File: src/include/io_config.svh
//----------------------------------------------------------------------------
// I/O predication configuration
//----------------------------------------------------------------------------

`ifndef IO_CONFIG_SVH
`define IO_CONFIG_SVH

// Width of an operand address as seen by the instruction decoder
`define IO_ADDR_WIDTH 10

// Number of ports in each of the read and write port blocks
`define IO_PORT_COUNT 4

// Low address bits that pick one port inside a block
`define IO_PORT_ADDR_WIDTH 2

// Both blocks sit at the top of the address space, aligned to their size
`define IO_READ_PORT_BASE 10'h3E0
`define IO_WRITE_PORT_BASE 10'h3F0

`endif

File: src/verilog/io_pkg.sv
//----------------------------------------------------------------------------
// I/O predication types
//----------------------------------------------------------------------------

`include "io_config.svh"

package io_pkg;

    // Operand or destination address of one instruction
    typedef logic [`IO_ADDR_WIDTH-1:0] addr_t;

    // One bit per port in a block
    // Carries the empty/full flags as well as the read and write enables
    typedef logic [`IO_PORT_COUNT-1:0] port_mask_t;

    // Port number inside a block, taken from the low address bits
    typedef logic [`IO_PORT_ADDR_WIDTH-1:0] port_index_t;

endpackage

File: src/verilog/io_check.sv
//----------------------------------------------------------------------------
// I/O port readiness check
//----------------------------------------------------------------------------

module io_check #(
    parameter io_pkg::addr_t PORT_BASE_ADDR = '0,
    // Flag value that marks a port as ready, 1 (full) for reads
    // and 0 (not full) for writes
    parameter logic          READY_STATE    = 1'b1
) (
    input  logic               clock,
    input  logic               rst,
    input  logic               enable,
    input  io_pkg::addr_t      addr,
    input  io_pkg::port_mask_t empty_full,
    output logic               is_io,
    output logic               port_ready
);
    import io_pkg::*;

    port_mask_t selected;
    logic       is_io_next;
    logic       flag;
    logic       port_ready_next;

    //------------------------------------------------------------------------
    // Stage 1 decode
    //------------------------------------------------------------------------

    port_decode #(
        .PORT_BASE_ADDR (PORT_BASE_ADDR)
    ) i_port_decode (
        .enable         (enable),
        .addr           (addr),
        .active         (selected)
    );

    // Any selected bit means the address hits this port block
    assign is_io_next = |selected;

    // The select is one-hot so the OR picks exactly the addressed flag
    assign flag = |(empty_full & selected);

    // Anything that is not an I/O access never holds up the instruction
    assign port_ready_next = !is_io_next || (flag == READY_STATE);

    //------------------------------------------------------------------------
    // Stage 1 register
    //------------------------------------------------------------------------

    // Ready stays low out of reset so io_ready cannot rise before
    // the first real instruction has been checked
    always_ff @(posedge clock) begin
        if (rst) begin
            is_io      <= 1'b0;
            port_ready <= 1'b0;
        end else begin
            is_io      <= is_io_next;
            port_ready <= port_ready_next;
        end
    end

    // A non-I/O result must always count as ready once real data flows
    // The first cycle after reset still holds the cleared values
    a_not_io_is_ready : assert property (
        @(posedge clock) disable iff (rst)
        (!$past(rst) && !is_io) |-> port_ready
    );

endmodule

File: src/verilog/io_predication_top.sv
//----------------------------------------------------------------------------
// I/O predication unit
//----------------------------------------------------------------------------

module io_predication_top (
    input  logic               clock,
    input  logic               rst,
    // Operand side of the instruction
    input  logic               read_enable,
    input  io_pkg::addr_t      read_addr,
    input  io_pkg::port_mask_t read_empty_full,
    // Destination side of the instruction
    input  logic               write_enable,
    input  io_pkg::addr_t      write_addr,
    input  io_pkg::port_mask_t write_empty_full,
    // Results, two cycles behind the sampled inputs
    output logic               io_ready,
    output io_pkg::port_mask_t io_rden,
    output io_pkg::port_mask_t io_wren,
    output logic               read_addr_is_io,
    output logic               write_addr_is_io
);

    logic read_port_ready;
    logic write_port_ready;

    //------------------------------------------------------------------------
    // Read and write sides
    //------------------------------------------------------------------------

    io_read_predication i_read_predication (
        .clock      (clock),
        .rst        (rst),
        .enable     (read_enable),
        .addr       (read_addr),
        .empty_full (read_empty_full),
        .io_ready   (io_ready),
        .port_ready (read_port_ready),
        .io_rden    (io_rden),
        .addr_is_io (read_addr_is_io)
    );

    io_write_predication i_write_predication (
        .clock      (clock),
        .rst        (rst),
        .enable     (write_enable),
        .addr       (write_addr),
        .empty_full (write_empty_full),
        .io_ready   (io_ready),
        .port_ready (write_port_ready),
        .io_wren    (io_wren),
        .addr_is_io (write_addr_is_io)
    );

    // Single decision point fed back into both sides
    io_ready_control i_io_ready_control (
        .clock            (clock),
        .rst              (rst),
        .read_port_ready  (read_port_ready),
        .write_port_ready (write_port_ready),
        .io_ready         (io_ready)
    );

endmodule

File: src/verilog/io_read_predication.sv
//----------------------------------------------------------------------------
// Read port predication
//----------------------------------------------------------------------------

`include "io_config.svh"

module io_read_predication (
    input  logic               clock,
    input  logic               rst,
    input  logic               enable,
    input  io_pkg::addr_t      addr,
    input  io_pkg::port_mask_t empty_full,
    input  logic               io_ready,
    output logic               port_ready,
    output io_pkg::port_mask_t io_rden,
    output logic               addr_is_io
);
    import io_pkg::*;

    logic       is_io_raw;
    addr_t      addr_stage_2;
    port_mask_t rden_raw;
    port_mask_t rden_raw_reg;

    // A read port is ready when its FIFO holds data, so the full flag is 1
    io_check #(
        .PORT_BASE_ADDR (`IO_READ_PORT_BASE),
        .READY_STATE    (1'b1)
    ) i_io_check (
        .clock          (clock),
        .rst            (rst),
        .enable         (enable),
        .addr           (addr),
        .empty_full     (empty_full),
        .is_io          (is_io_raw),
        .port_ready     (port_ready)
    );

    //------------------------------------------------------------------------
    // Stage 2 enable decode
    //------------------------------------------------------------------------

    // Hold the address one cycle so it lines up with the check result
    always_ff @(posedge clock) begin
        if (rst) begin
            addr_stage_2 <= '0;
        end else begin
            addr_stage_2 <= addr;
        end
    end

    // The registered is_io gates the decode of the aligned address
    port_decode #(
        .PORT_BASE_ADDR (`IO_READ_PORT_BASE)
    ) i_port_decode (
        .enable         (is_io_raw),
        .addr           (addr_stage_2),
        .active         (rden_raw)
    );

    // The raw enables and the I/O bit wait here for io_ready
    always_ff @(posedge clock) begin
        if (rst) begin
            rden_raw_reg <= '0;
            addr_is_io   <= 1'b0;
        end else begin
            rden_raw_reg <= rden_raw;
            addr_is_io   <= is_io_raw;
        end
    end

    // Annul the read unless every port touched by the instruction is ready
    // A read pops the FIFO, so firing it for a replayed instruction loses data
    assign io_rden = rden_raw_reg & {`IO_PORT_COUNT{io_ready}};

    a_rden_onehot : assert property (
        @(posedge clock) disable iff (rst)
        $onehot0(io_rden)
    );

endmodule

File: src/verilog/io_ready_control.sv
//----------------------------------------------------------------------------
// I/O ready control
//----------------------------------------------------------------------------

module io_ready_control (
    input  logic clock,
    input  logic rst,
    input  logic read_port_ready,
    input  logic write_port_ready,
    output logic io_ready
);

    //------------------------------------------------------------------------
    // Instruction readiness
    //------------------------------------------------------------------------

    // The whole instruction goes ahead only when both of its ports are ready
    // The same level gates both sides, so a read and a write are always
    // annulled together and never half done
    always_ff @(posedge clock) begin
        if (rst) begin
            io_ready <= 1'b0;
        end else begin
            io_ready <= read_port_ready & write_port_ready;
        end
    end

    // The pipeline holds no valid instruction right after reset
    a_ready_low_after_reset : assert property (
        @(posedge clock)
        rst |=> !io_ready
    );

endmodule

File: src/verilog/io_write_predication.sv
//----------------------------------------------------------------------------
// Write port predication
//----------------------------------------------------------------------------

`include "io_config.svh"

module io_write_predication (
    input  logic               clock,
    input  logic               rst,
    input  logic               enable,
    input  io_pkg::addr_t      addr,
    input  io_pkg::port_mask_t empty_full,
    input  logic               io_ready,
    output logic               port_ready,
    output io_pkg::port_mask_t io_wren,
    output logic               addr_is_io
);
    import io_pkg::*;

    logic       is_io_raw;
    addr_t      addr_stage_2;
    port_mask_t wren_raw;
    port_mask_t wren_raw_reg;

    // A write port is ready while it still has room, so the full flag is 0
    io_check #(
        .PORT_BASE_ADDR (`IO_WRITE_PORT_BASE),
        .READY_STATE    (1'b0)
    ) i_io_check (
        .clock          (clock),
        .rst            (rst),
        .enable         (enable),
        .addr           (addr),
        .empty_full     (empty_full),
        .is_io          (is_io_raw),
        .port_ready     (port_ready)
    );

    //------------------------------------------------------------------------
    // Stage 2 enable decode
    //------------------------------------------------------------------------

    always_ff @(posedge clock) begin
        if (rst) begin
            addr_stage_2 <= '0;
        end else begin
            addr_stage_2 <= addr;
        end
    end

    port_decode #(
        .PORT_BASE_ADDR (`IO_WRITE_PORT_BASE)
    ) i_port_decode (
        .enable         (is_io_raw),
        .addr           (addr_stage_2),
        .active         (wren_raw)
    );

    always_ff @(posedge clock) begin
        if (rst) begin
            wren_raw_reg <= '0;
            addr_is_io   <= 1'b0;
        end else begin
            wren_raw_reg <= wren_raw;
            addr_is_io   <= is_io_raw;
        end
    end

    // A write pushes into the port FIFO, so it is dropped for annulled work
    assign io_wren = wren_raw_reg & {`IO_PORT_COUNT{io_ready}};

    // Any write that leaves must be a ready instruction aimed at a port
    a_wren_predicated : assert property (
        @(posedge clock) disable iff (rst)
        (io_wren != '0) |-> (io_ready && addr_is_io)
    );

endmodule

File: src/verilog/port_decode.sv
//----------------------------------------------------------------------------
// Port select decoder
//----------------------------------------------------------------------------

`include "io_config.svh"

module port_decode #(
    parameter io_pkg::addr_t PORT_BASE_ADDR = '0
) (
    input  logic               enable,
    input  io_pkg::addr_t      addr,
    output io_pkg::port_mask_t active
);
    import io_pkg::*;

    addr_t       offset;
    port_index_t index;
    logic        in_window;

    // Addresses below the base wrap to a large offset and fall outside
    assign offset    = addr - PORT_BASE_ADDR;
    assign index     = offset[`IO_PORT_ADDR_WIDTH-1:0];
    assign in_window = (offset < addr_t'(`IO_PORT_COUNT));

    // One-hot select for the addressed port, all zero when not selected
    always_comb begin
        active = '0;
        if (enable && in_window) begin
            active[index] = 1'b1;
        end
    end

endmodule
File: config.mk
export PLATFORM = sky130hd
export DESIGN_NAME = io_predication_top
export DESIGN_NICKNAME = d
export VERILOG_FILES = /design/src/verilog/io_pkg.sv /design/src/verilog/io_check.sv /design/src/verilog/io_predication_top.sv /design/src/verilog/io_read_predication.sv /design/src/verilog/io_ready_control.sv /design/src/verilog/io_write_predication.sv /design/src/verilog/port_decode.sv
export VERILOG_INCLUDE_DIRS = /design/src /design/src/include
export SDC_FILE = /design/constraint.sdc
export NUM_CORES = 1
export LEC_CHECK = 0
export BUFFER_PORTS_ARGS = -buffer_cell sky130_fd_sc_hd__buf_2
export CORE_ASPECT_RATIO = 0.6
export CORE_UTILIZATION = 51
export DETAILED_ROUTE_END_ITERATION = 12
export GPL_ROUTABILITY_DRIVEN = 0
export PLACE_DENSITY = 0.93
export REMOVE_ABC_BUFFERS = 1
export SLEW_MARGIN = 25
export SYNTH_ARGS = -nofsm -noshare
export SYNTH_HDL_FRONTEND = slang
export SYNTH_SLANG_ARGS = --single-unit
File: constraint.sdc
create_clock -name clock -period 2.5 [get_ports clock]
set_input_delay 0.25 -clock clock [delete_from_list [all_inputs] [get_ports clock]]
set_output_delay 0.25 -clock clock [all_outputs]
set_load 0.01 [all_outputs]
==> reports/qor.yml, run 1 <==
run_status:
  outcome: "finished clean"
synth:
  synth_area_um2: 1210
  synthFlopType: "dfxtp_1"
  synth_top_area_cell: "dfxtp_1"
  synth_fa_ha_area_frac: 0.0206
  yosysWarnings: 0
  ys_ff_latch: 35
  yosysMostFrequentCell: "dfxtp_1"
  synth_compound_gate_area_share: 0.0464
  synthCells: 107
  synth_top_area_frac: 0.578
  async_reset_ff_frac: 0
  synth.area.mux_share: 0.0372
  synth_edf_count: 0
  syn_avg_cell_area_um2: 11.3
  synth_xor_area_frac: 0
  synth-simple-area-share: 0.299
  synth_common_cells: "dfxtp_1, nor2b_1, and2_1"
  synth_area_leaders: "dfxtp_1, nor2b_1, and2_1"
  synth_top_family_by_area: "simple AND/OR/NAND/NOR gates"
  synth_cell_types: 26
  yosysSeqAreaShare: 0.578
die:
  rows: 13
  core-area_um2: 2210
  floorplan.die_area_um2: 2580
  fp.dieH_um: 39.8
  io_pins: 43
  start_util: 0.548
  die_x_um: 64.9
routing:
  drc_errors: 0
  drtAntennaViolNets: 0
  wl_per_cell_um: 13.0
  initialDrtViolationCount: 27
  wl_um: 2410
  routed_via_density: 5.24
  first_pass_iters: 4
  vias: 969
timing:
  rsz0062_at_grt: "no"
  finalCritPeriodShare: 0.619
  final.setup.tns_ns: 0
  min_period_ns: 1.55
  hold_viol_final: 0
  setup_violations: 0
  slew_headroom: 0.719
  timing.fmax_mhz: 646
  worst_pin_slew_ns: 0.422
  skew_ns: 0.00356
  maxSlewViolCount: 0
  fin_ws_ns: 0.952
clock_tree:
  clk_latency_ns: 0.28
  hold_buffers: 0
  cts_made_buffers: 5
  clock_path_buffers: 2
  clkTransAtPathRegs_ns: 0.07
  clock-sinks: 35
  post_cts_buffers: 0
  root_buffer: "clkbuf_8"
  post_cts_resized: 0
  cts.htree.levels: 2
  cts_tree: "built"
power_and_ir_drop:
  power.switching_w: 0.000231
  p_leak_nw: 0.676
  swShare: 0.221
  power_density_nw_per_um2: 681
  clockPowerShare: 0.365
  internal_power_w: 0.000813
  ir_drop_uv: 429
  comb_power_share: 0.072
  power_frac_seq: 0.563
  total_power_w: 0.00104
critical_path:
  end_kind: "register"
  critPathRequiredTime_ns: 2.67
  path_cells: "ha_1 > nor3b_1 > o2111ai_1 > nor4b_1"
  slowest_stage: "nor4b_1"
  cp_max_fo: 4
  max_stage_delay_ns: 0.36
  r2r_setup_slack_ns: 0.95
  arrival_ns: 1.72
  startpoint_type: "register"
  crit_type: "reg -> reg"
global_route:
  grt_pass1_vias: 847
  grt_max_degree: 27
  grt_remaining_overflow: 0
  antenna_found_initial: 0
  grt_pass1_wl_um: 3720
  grt_use_total: 0.219
final_layout:
  fillers: 173
  final_area_um2: 1530
  utilization: 0.693
  reg_top3: "i_read_predication.addr_stage_2 x10, i_write_predication.addr_stage_2 x10"
  antenna_cells: 0
  fin_nets: 188
  drive_above_1_share: 0.342
  areaGrowthSynthToFinish_pct: 26.5
flow_run:
  drv_cap: 0
placed_design:
  place_ws_ns: 1.06
  dp_hpwl_um: 1820
  placed_area_um2: 1450
  numPortBuffers: 42
hold_path:
  hp-class: "in -> reg"
area by class of cell:
class | count | area, µm² | share of cell area
Clock buffer | 7 | 76.3 | 0.0498
Clock inverter | 1 | 5.00 | 0.00326
Inverter | 4 | 15.0 | 0.00979
Multi-Input combinational cell | 66 | 489 | 0.319
Sequential cell | 35 | 701 | 0.457
Tap cell | 30 | 37.5 | 0.0245
Timing Repair Buffer | 42 | 210 | 0.137
worst paths after layout:
path | startpoint | end | cells past startpoint
worst min register to register | i_write_predication.addr_stage_2[0] | i_write_predication.wren_raw_reg[0] | 1
worst max register to register | i_read_predication.addr_stage_2[5] | i_read_predication.rden_raw_reg[2] | 4
worst min-delay path | write_addr[7] | i_write_predication.addr_stage_2[7] | 2
worst max-delay path | i_read_predication.addr_stage_2[5] | i_read_predication.rden_raw_reg[2] | 4
routing by layer:
layer | track usage | up-vias | part of all wire
met4 | 0.150 | 0 | 0.029
met5 | 0 | - | 0
met3 | 0.108 | 8 | 0.071
met1 | 0.235 | 445 | 0.42
li1 | - | 469 | -
met2 | 0.352 | 47 | 0.48
kinds of logic after synthesis:
family / count (synthesis)
mux: 2
buf+inv: 6
compound gates: 8
flops: 35
simple gates: 54
fa+ha+maj: 2
layout by cell type, fill, tap and decap left out, types with 2 or more instances in the layout:
master / instances
a211oi_1: 2
a21oi_1: 3
and2_1: 8
and3_1: 2
buf_2: 42
clkbuf_1: 2
clkbuf_8: 5
dfxtp_1: 35
ha_1: 2
inv_1: 4
mux4_2: 2
nor2_1: 2
nor2b_1: 20
nor3_1: 7
nor4_1: 3
nor4b_2: 2
nor4bb_1: 2
per-stage QoR:
| step | std cells | hold slack (ns) |
|---|---|---|
| floorplan | 105 | 0.319 |
| global placement | 177 | 0.431 |
| detailed placement | 177 | 0.436 |
| CTS | 185 | 0.184 |
| global route | 185 | 0.189 |
| finish | 185 | 0.186 |
power groups by stage:
| stage | Combinational, W | Sequential, W | Clock [W] |
|---|---|---|---|
| 6_report | 0.0000757 | 0.000588 | 0.000381 |
| 5_1_grt | 0.0000842 | 0.000590 | 0.000413 |
| 4_1_cts | 0.0000754 | 0.000588 | 0.000386 |
| 3_5_place_dp | 0.0000747 | 0.000600 | 0 |
| 3_3_place_gp | 0.0000699 | 0.000598 | 0 |
| 2_1_floorplan | 0.0000337 | 0.000597 | 0 |
worst max-delay path: cells and delay by family (launching register included):
family | cells | cell delay (ns)
simple gates | 2 | 0.58
fa+ha+maj | 1 | 0.29
compound gates | 1 | 0.25
flops | 1 | 0.32
(Power assumes the default switching activity.)
==> run 2, diff against run 1 <==
--- a/config.mk
+++ b/config.mk
@@ -8,10 +8,10 @@
 export LEC_CHECK = 0
 export BUFFER_PORTS_ARGS = -buffer_cell sky130_fd_sc_hd__buf_2
 export CORE_ASPECT_RATIO = 0.6
-export CORE_UTILIZATION = 51
+export CORE_UTILIZATION = 43
 export DETAILED_ROUTE_END_ITERATION = 12
 export GPL_ROUTABILITY_DRIVEN = 0
-export PLACE_DENSITY = 0.93
+export PLACE_DENSITY = 0.84
 export REMOVE_ABC_BUFFERS = 1
 export SLEW_MARGIN = 25
 export SYNTH_ARGS = -nofsm -noshare
==> constraint.sdc (replaced) <==
create_clock -name clock -period 1.34 [get_ports clock]
set_input_delay 0.134 -clock clock [delete_from_list [all_inputs] [get_ports clock]]
set_output_delay 0.134 -clock clock [all_outputs]
set_load 0.01 [all_outputs]
==> reports/qor.yml, run 2 (synthesis results as in run 1) <==
clock_tree:
  clk_latency_ns: 0.28
  hold_buffers: 0
  clkTransAtPathRegs_ns: 0.06
  clock-sinks: 35
  clock_path_buffers: 2
  cts_tree: "built"
  root_buffer: "clkbuf_8"
  cts.htree.levels: 2
  cts_made_buffers: 5
timing:
  hold_viol_final: 0
  worst_pin_slew_ns: 0.416
  timing.fmax_mhz: 767
  slew_headroom: 0.723
  finalCritPeriodShare: 0.972
  maxSlewViolCount: 0
  rsz0062_at_grt: "yes"
  min_period_ns: 1.30
  setup_violations: 0
  final.setup.tns_ns: 0
  fin_ws_ns: 0.0369
  skew_ns: 0.00513
critical_path:
  cp_top_family: "simple AND/OR/NAND/NOR gates"
  path_cells: "ha_4 > nor3b_2 > o2111ai_2 > nor4bb_1"
  startpoint_type: "register"
  worstReg2RegEnd: "i_read_predication.rden_raw_reg[3]"
  r2r_setup_slack_ns: 0.04
  rr_startpoint: "i_read_predication.addr_stage_2[6]"
  arrival_ns: 1.49
  cp_max_fo: 4
  crit_buf_inv: 0
  critPathRequiredTime_ns: 1.52
  max_stage_delay_ns: 0.34
  slowest_stage: "dfxtp_2"
  reg2regPathDepth: 4
  crit_type: "reg -> reg"
  end_kind: "register"
hold_path:
  holdCritStartpoint: "write_addr[3]"
  min_to: "i_write_predication.addr_stage_2[3]"
  hp-class: "in -> reg"
  hold_depth: 2
placed_design:
  numPortBuffers: 42
  dp_hpwl_um: 1700
  place_ws_ns: -0.0587
  placed_area_um2: 1460
  place_inst: 180
die:
  floorplan.die_area_um2: 3040
  core-area_um2: 2590
  io_pins: 43
  fp.dieH_um: 43.1
  die_x_um: 70.6
  rows: 14
  start_util: 0.468
power_and_ir_drop:
  power_frac_seq: 0.576
  internal_power_w: 0.00150
  clockPowerShare: 0.347
  power_density_nw_per_um2: 1220
  power.switching_w: 0.000401
  ir_drop_uv: 476
  comb_power_share: 0.076
  swShare: 0.211
  p_leak_nw: 0.678
  total_power_w: 0.00191
routing:
  initialDrtViolationCount: 21
  vias: 924
  wl_met2_um: 1030
  route.met3.wl_um: 191
  routed_via_density: 4.97
  drc_errors: 4
  drt-met1-wl_um: 952
  drtAntennaViolNets: 0
  wl_um: 2210
  first_pass_iters: 7
  wl_per_cell_um: 11.9
  top_layer: "met4"
global_route:
  antenna_found_initial: 0
  grt_pass1_wl_um: 3730
  grt_max_degree: 15
  grt_use_total: 0.176
  grt_pass1_vias: 889
  grt_remaining_overflow: 0
run_status:
  violations: "design-rule violations"
  outcome: "complete, but fails checks"
final_layout:
  drive_above_1_share: 0.377
  areaGrowthSynthToFinish_pct: 29.2
  final_area_um2: 1570
  final_common_cell: "buf_2"
  fin_nets: 189
  antenna_cells: 0
  stdcell_count: 186
  most-common-layout-cells: "buf_2, dfxtp_1, nor2b_1, and2_1, nor3_1"
  reg_top3: "i_read_predication.addr_stage_2 x10, i_write_predication.addr_stage_2 x10"
flow_run:
  drv_cap: 0
run 2: worst max-delay path by stage:
| stage | startpoint | to | slack, ns | depth (start not counted) |
|---|---|---|---|---|
| floorplan | i_read_predication.addr_stage_2[5] | i_read_predication.rden_raw_reg[3] | 0.06 | 4 |
| global placement | i_read_predication.addr_stage_2[5] | i_read_predication.rden_raw_reg[3] | 0.02 | 4 |
| detailed placement | i_read_predication.addr_stage_2[5] | i_read_predication.rden_raw_reg[2] | -0.06 | 4 |
| CTS | i_read_predication.addr_stage_2[6] | i_read_predication.rden_raw_reg[3] | 0.01 | 4 |
| global route | i_read_predication.addr_stage_2[6] | i_read_predication.rden_raw_reg[3] | -0.05 | 4 |
| finish | i_read_predication.addr_stage_2[6] | i_read_predication.rden_raw_reg[3] | 0.04 | 4 |
run 2: routing by layer:
metal,vias up,track usage
li1,467,-
met1,420,0.180
met2,32,0.291
met3,5,0.102
met4,0,0.0880
met5,-,0
run 2: timing repair:
action	CTS	global route
resized for setup	5	0
endpoints found under the setup margin	4	4
endpoints found under the hold margin	0	0
pin swaps	4	2
buffers inserted	0	0
run 2: final cells by class:
type	count	area (µm²)
multi-input cells	66	519
repair buffers	43	218
fillers	217	1030
flip-flops and latches	35	702
clock buffers	6	72.6
inverters	4	15.0
well taps	32	40.0
run 2: through the flow:
| stage | util | hold slack [ns] |
|---|---|---|
| CTS | 0.604 | 0.0779 |
| global placement | 0.564 | 0.365 |
| floorplan | - | 0.203 |
| global route | 0.604 | 0.0822 |
| detailed placement | 0.564 | 0.370 |
| finish | 0.604 | 0.0797 |
run 2: power by group through the flow:
stage / registers, W / logic, W / clock network [W]
CTS: 0.00110 / 0.000145 / 0.000680
detailed placement: 0.00112 / 0.000141 / 0
global placement: 0.00112 / 0.000134 / 0
global route: 0.00110 / 0.000163 / 0.000722
floorplan: 0.00111 / 0.0000629 / 0
finish: 0.00110 / 0.000146 / 0.000662
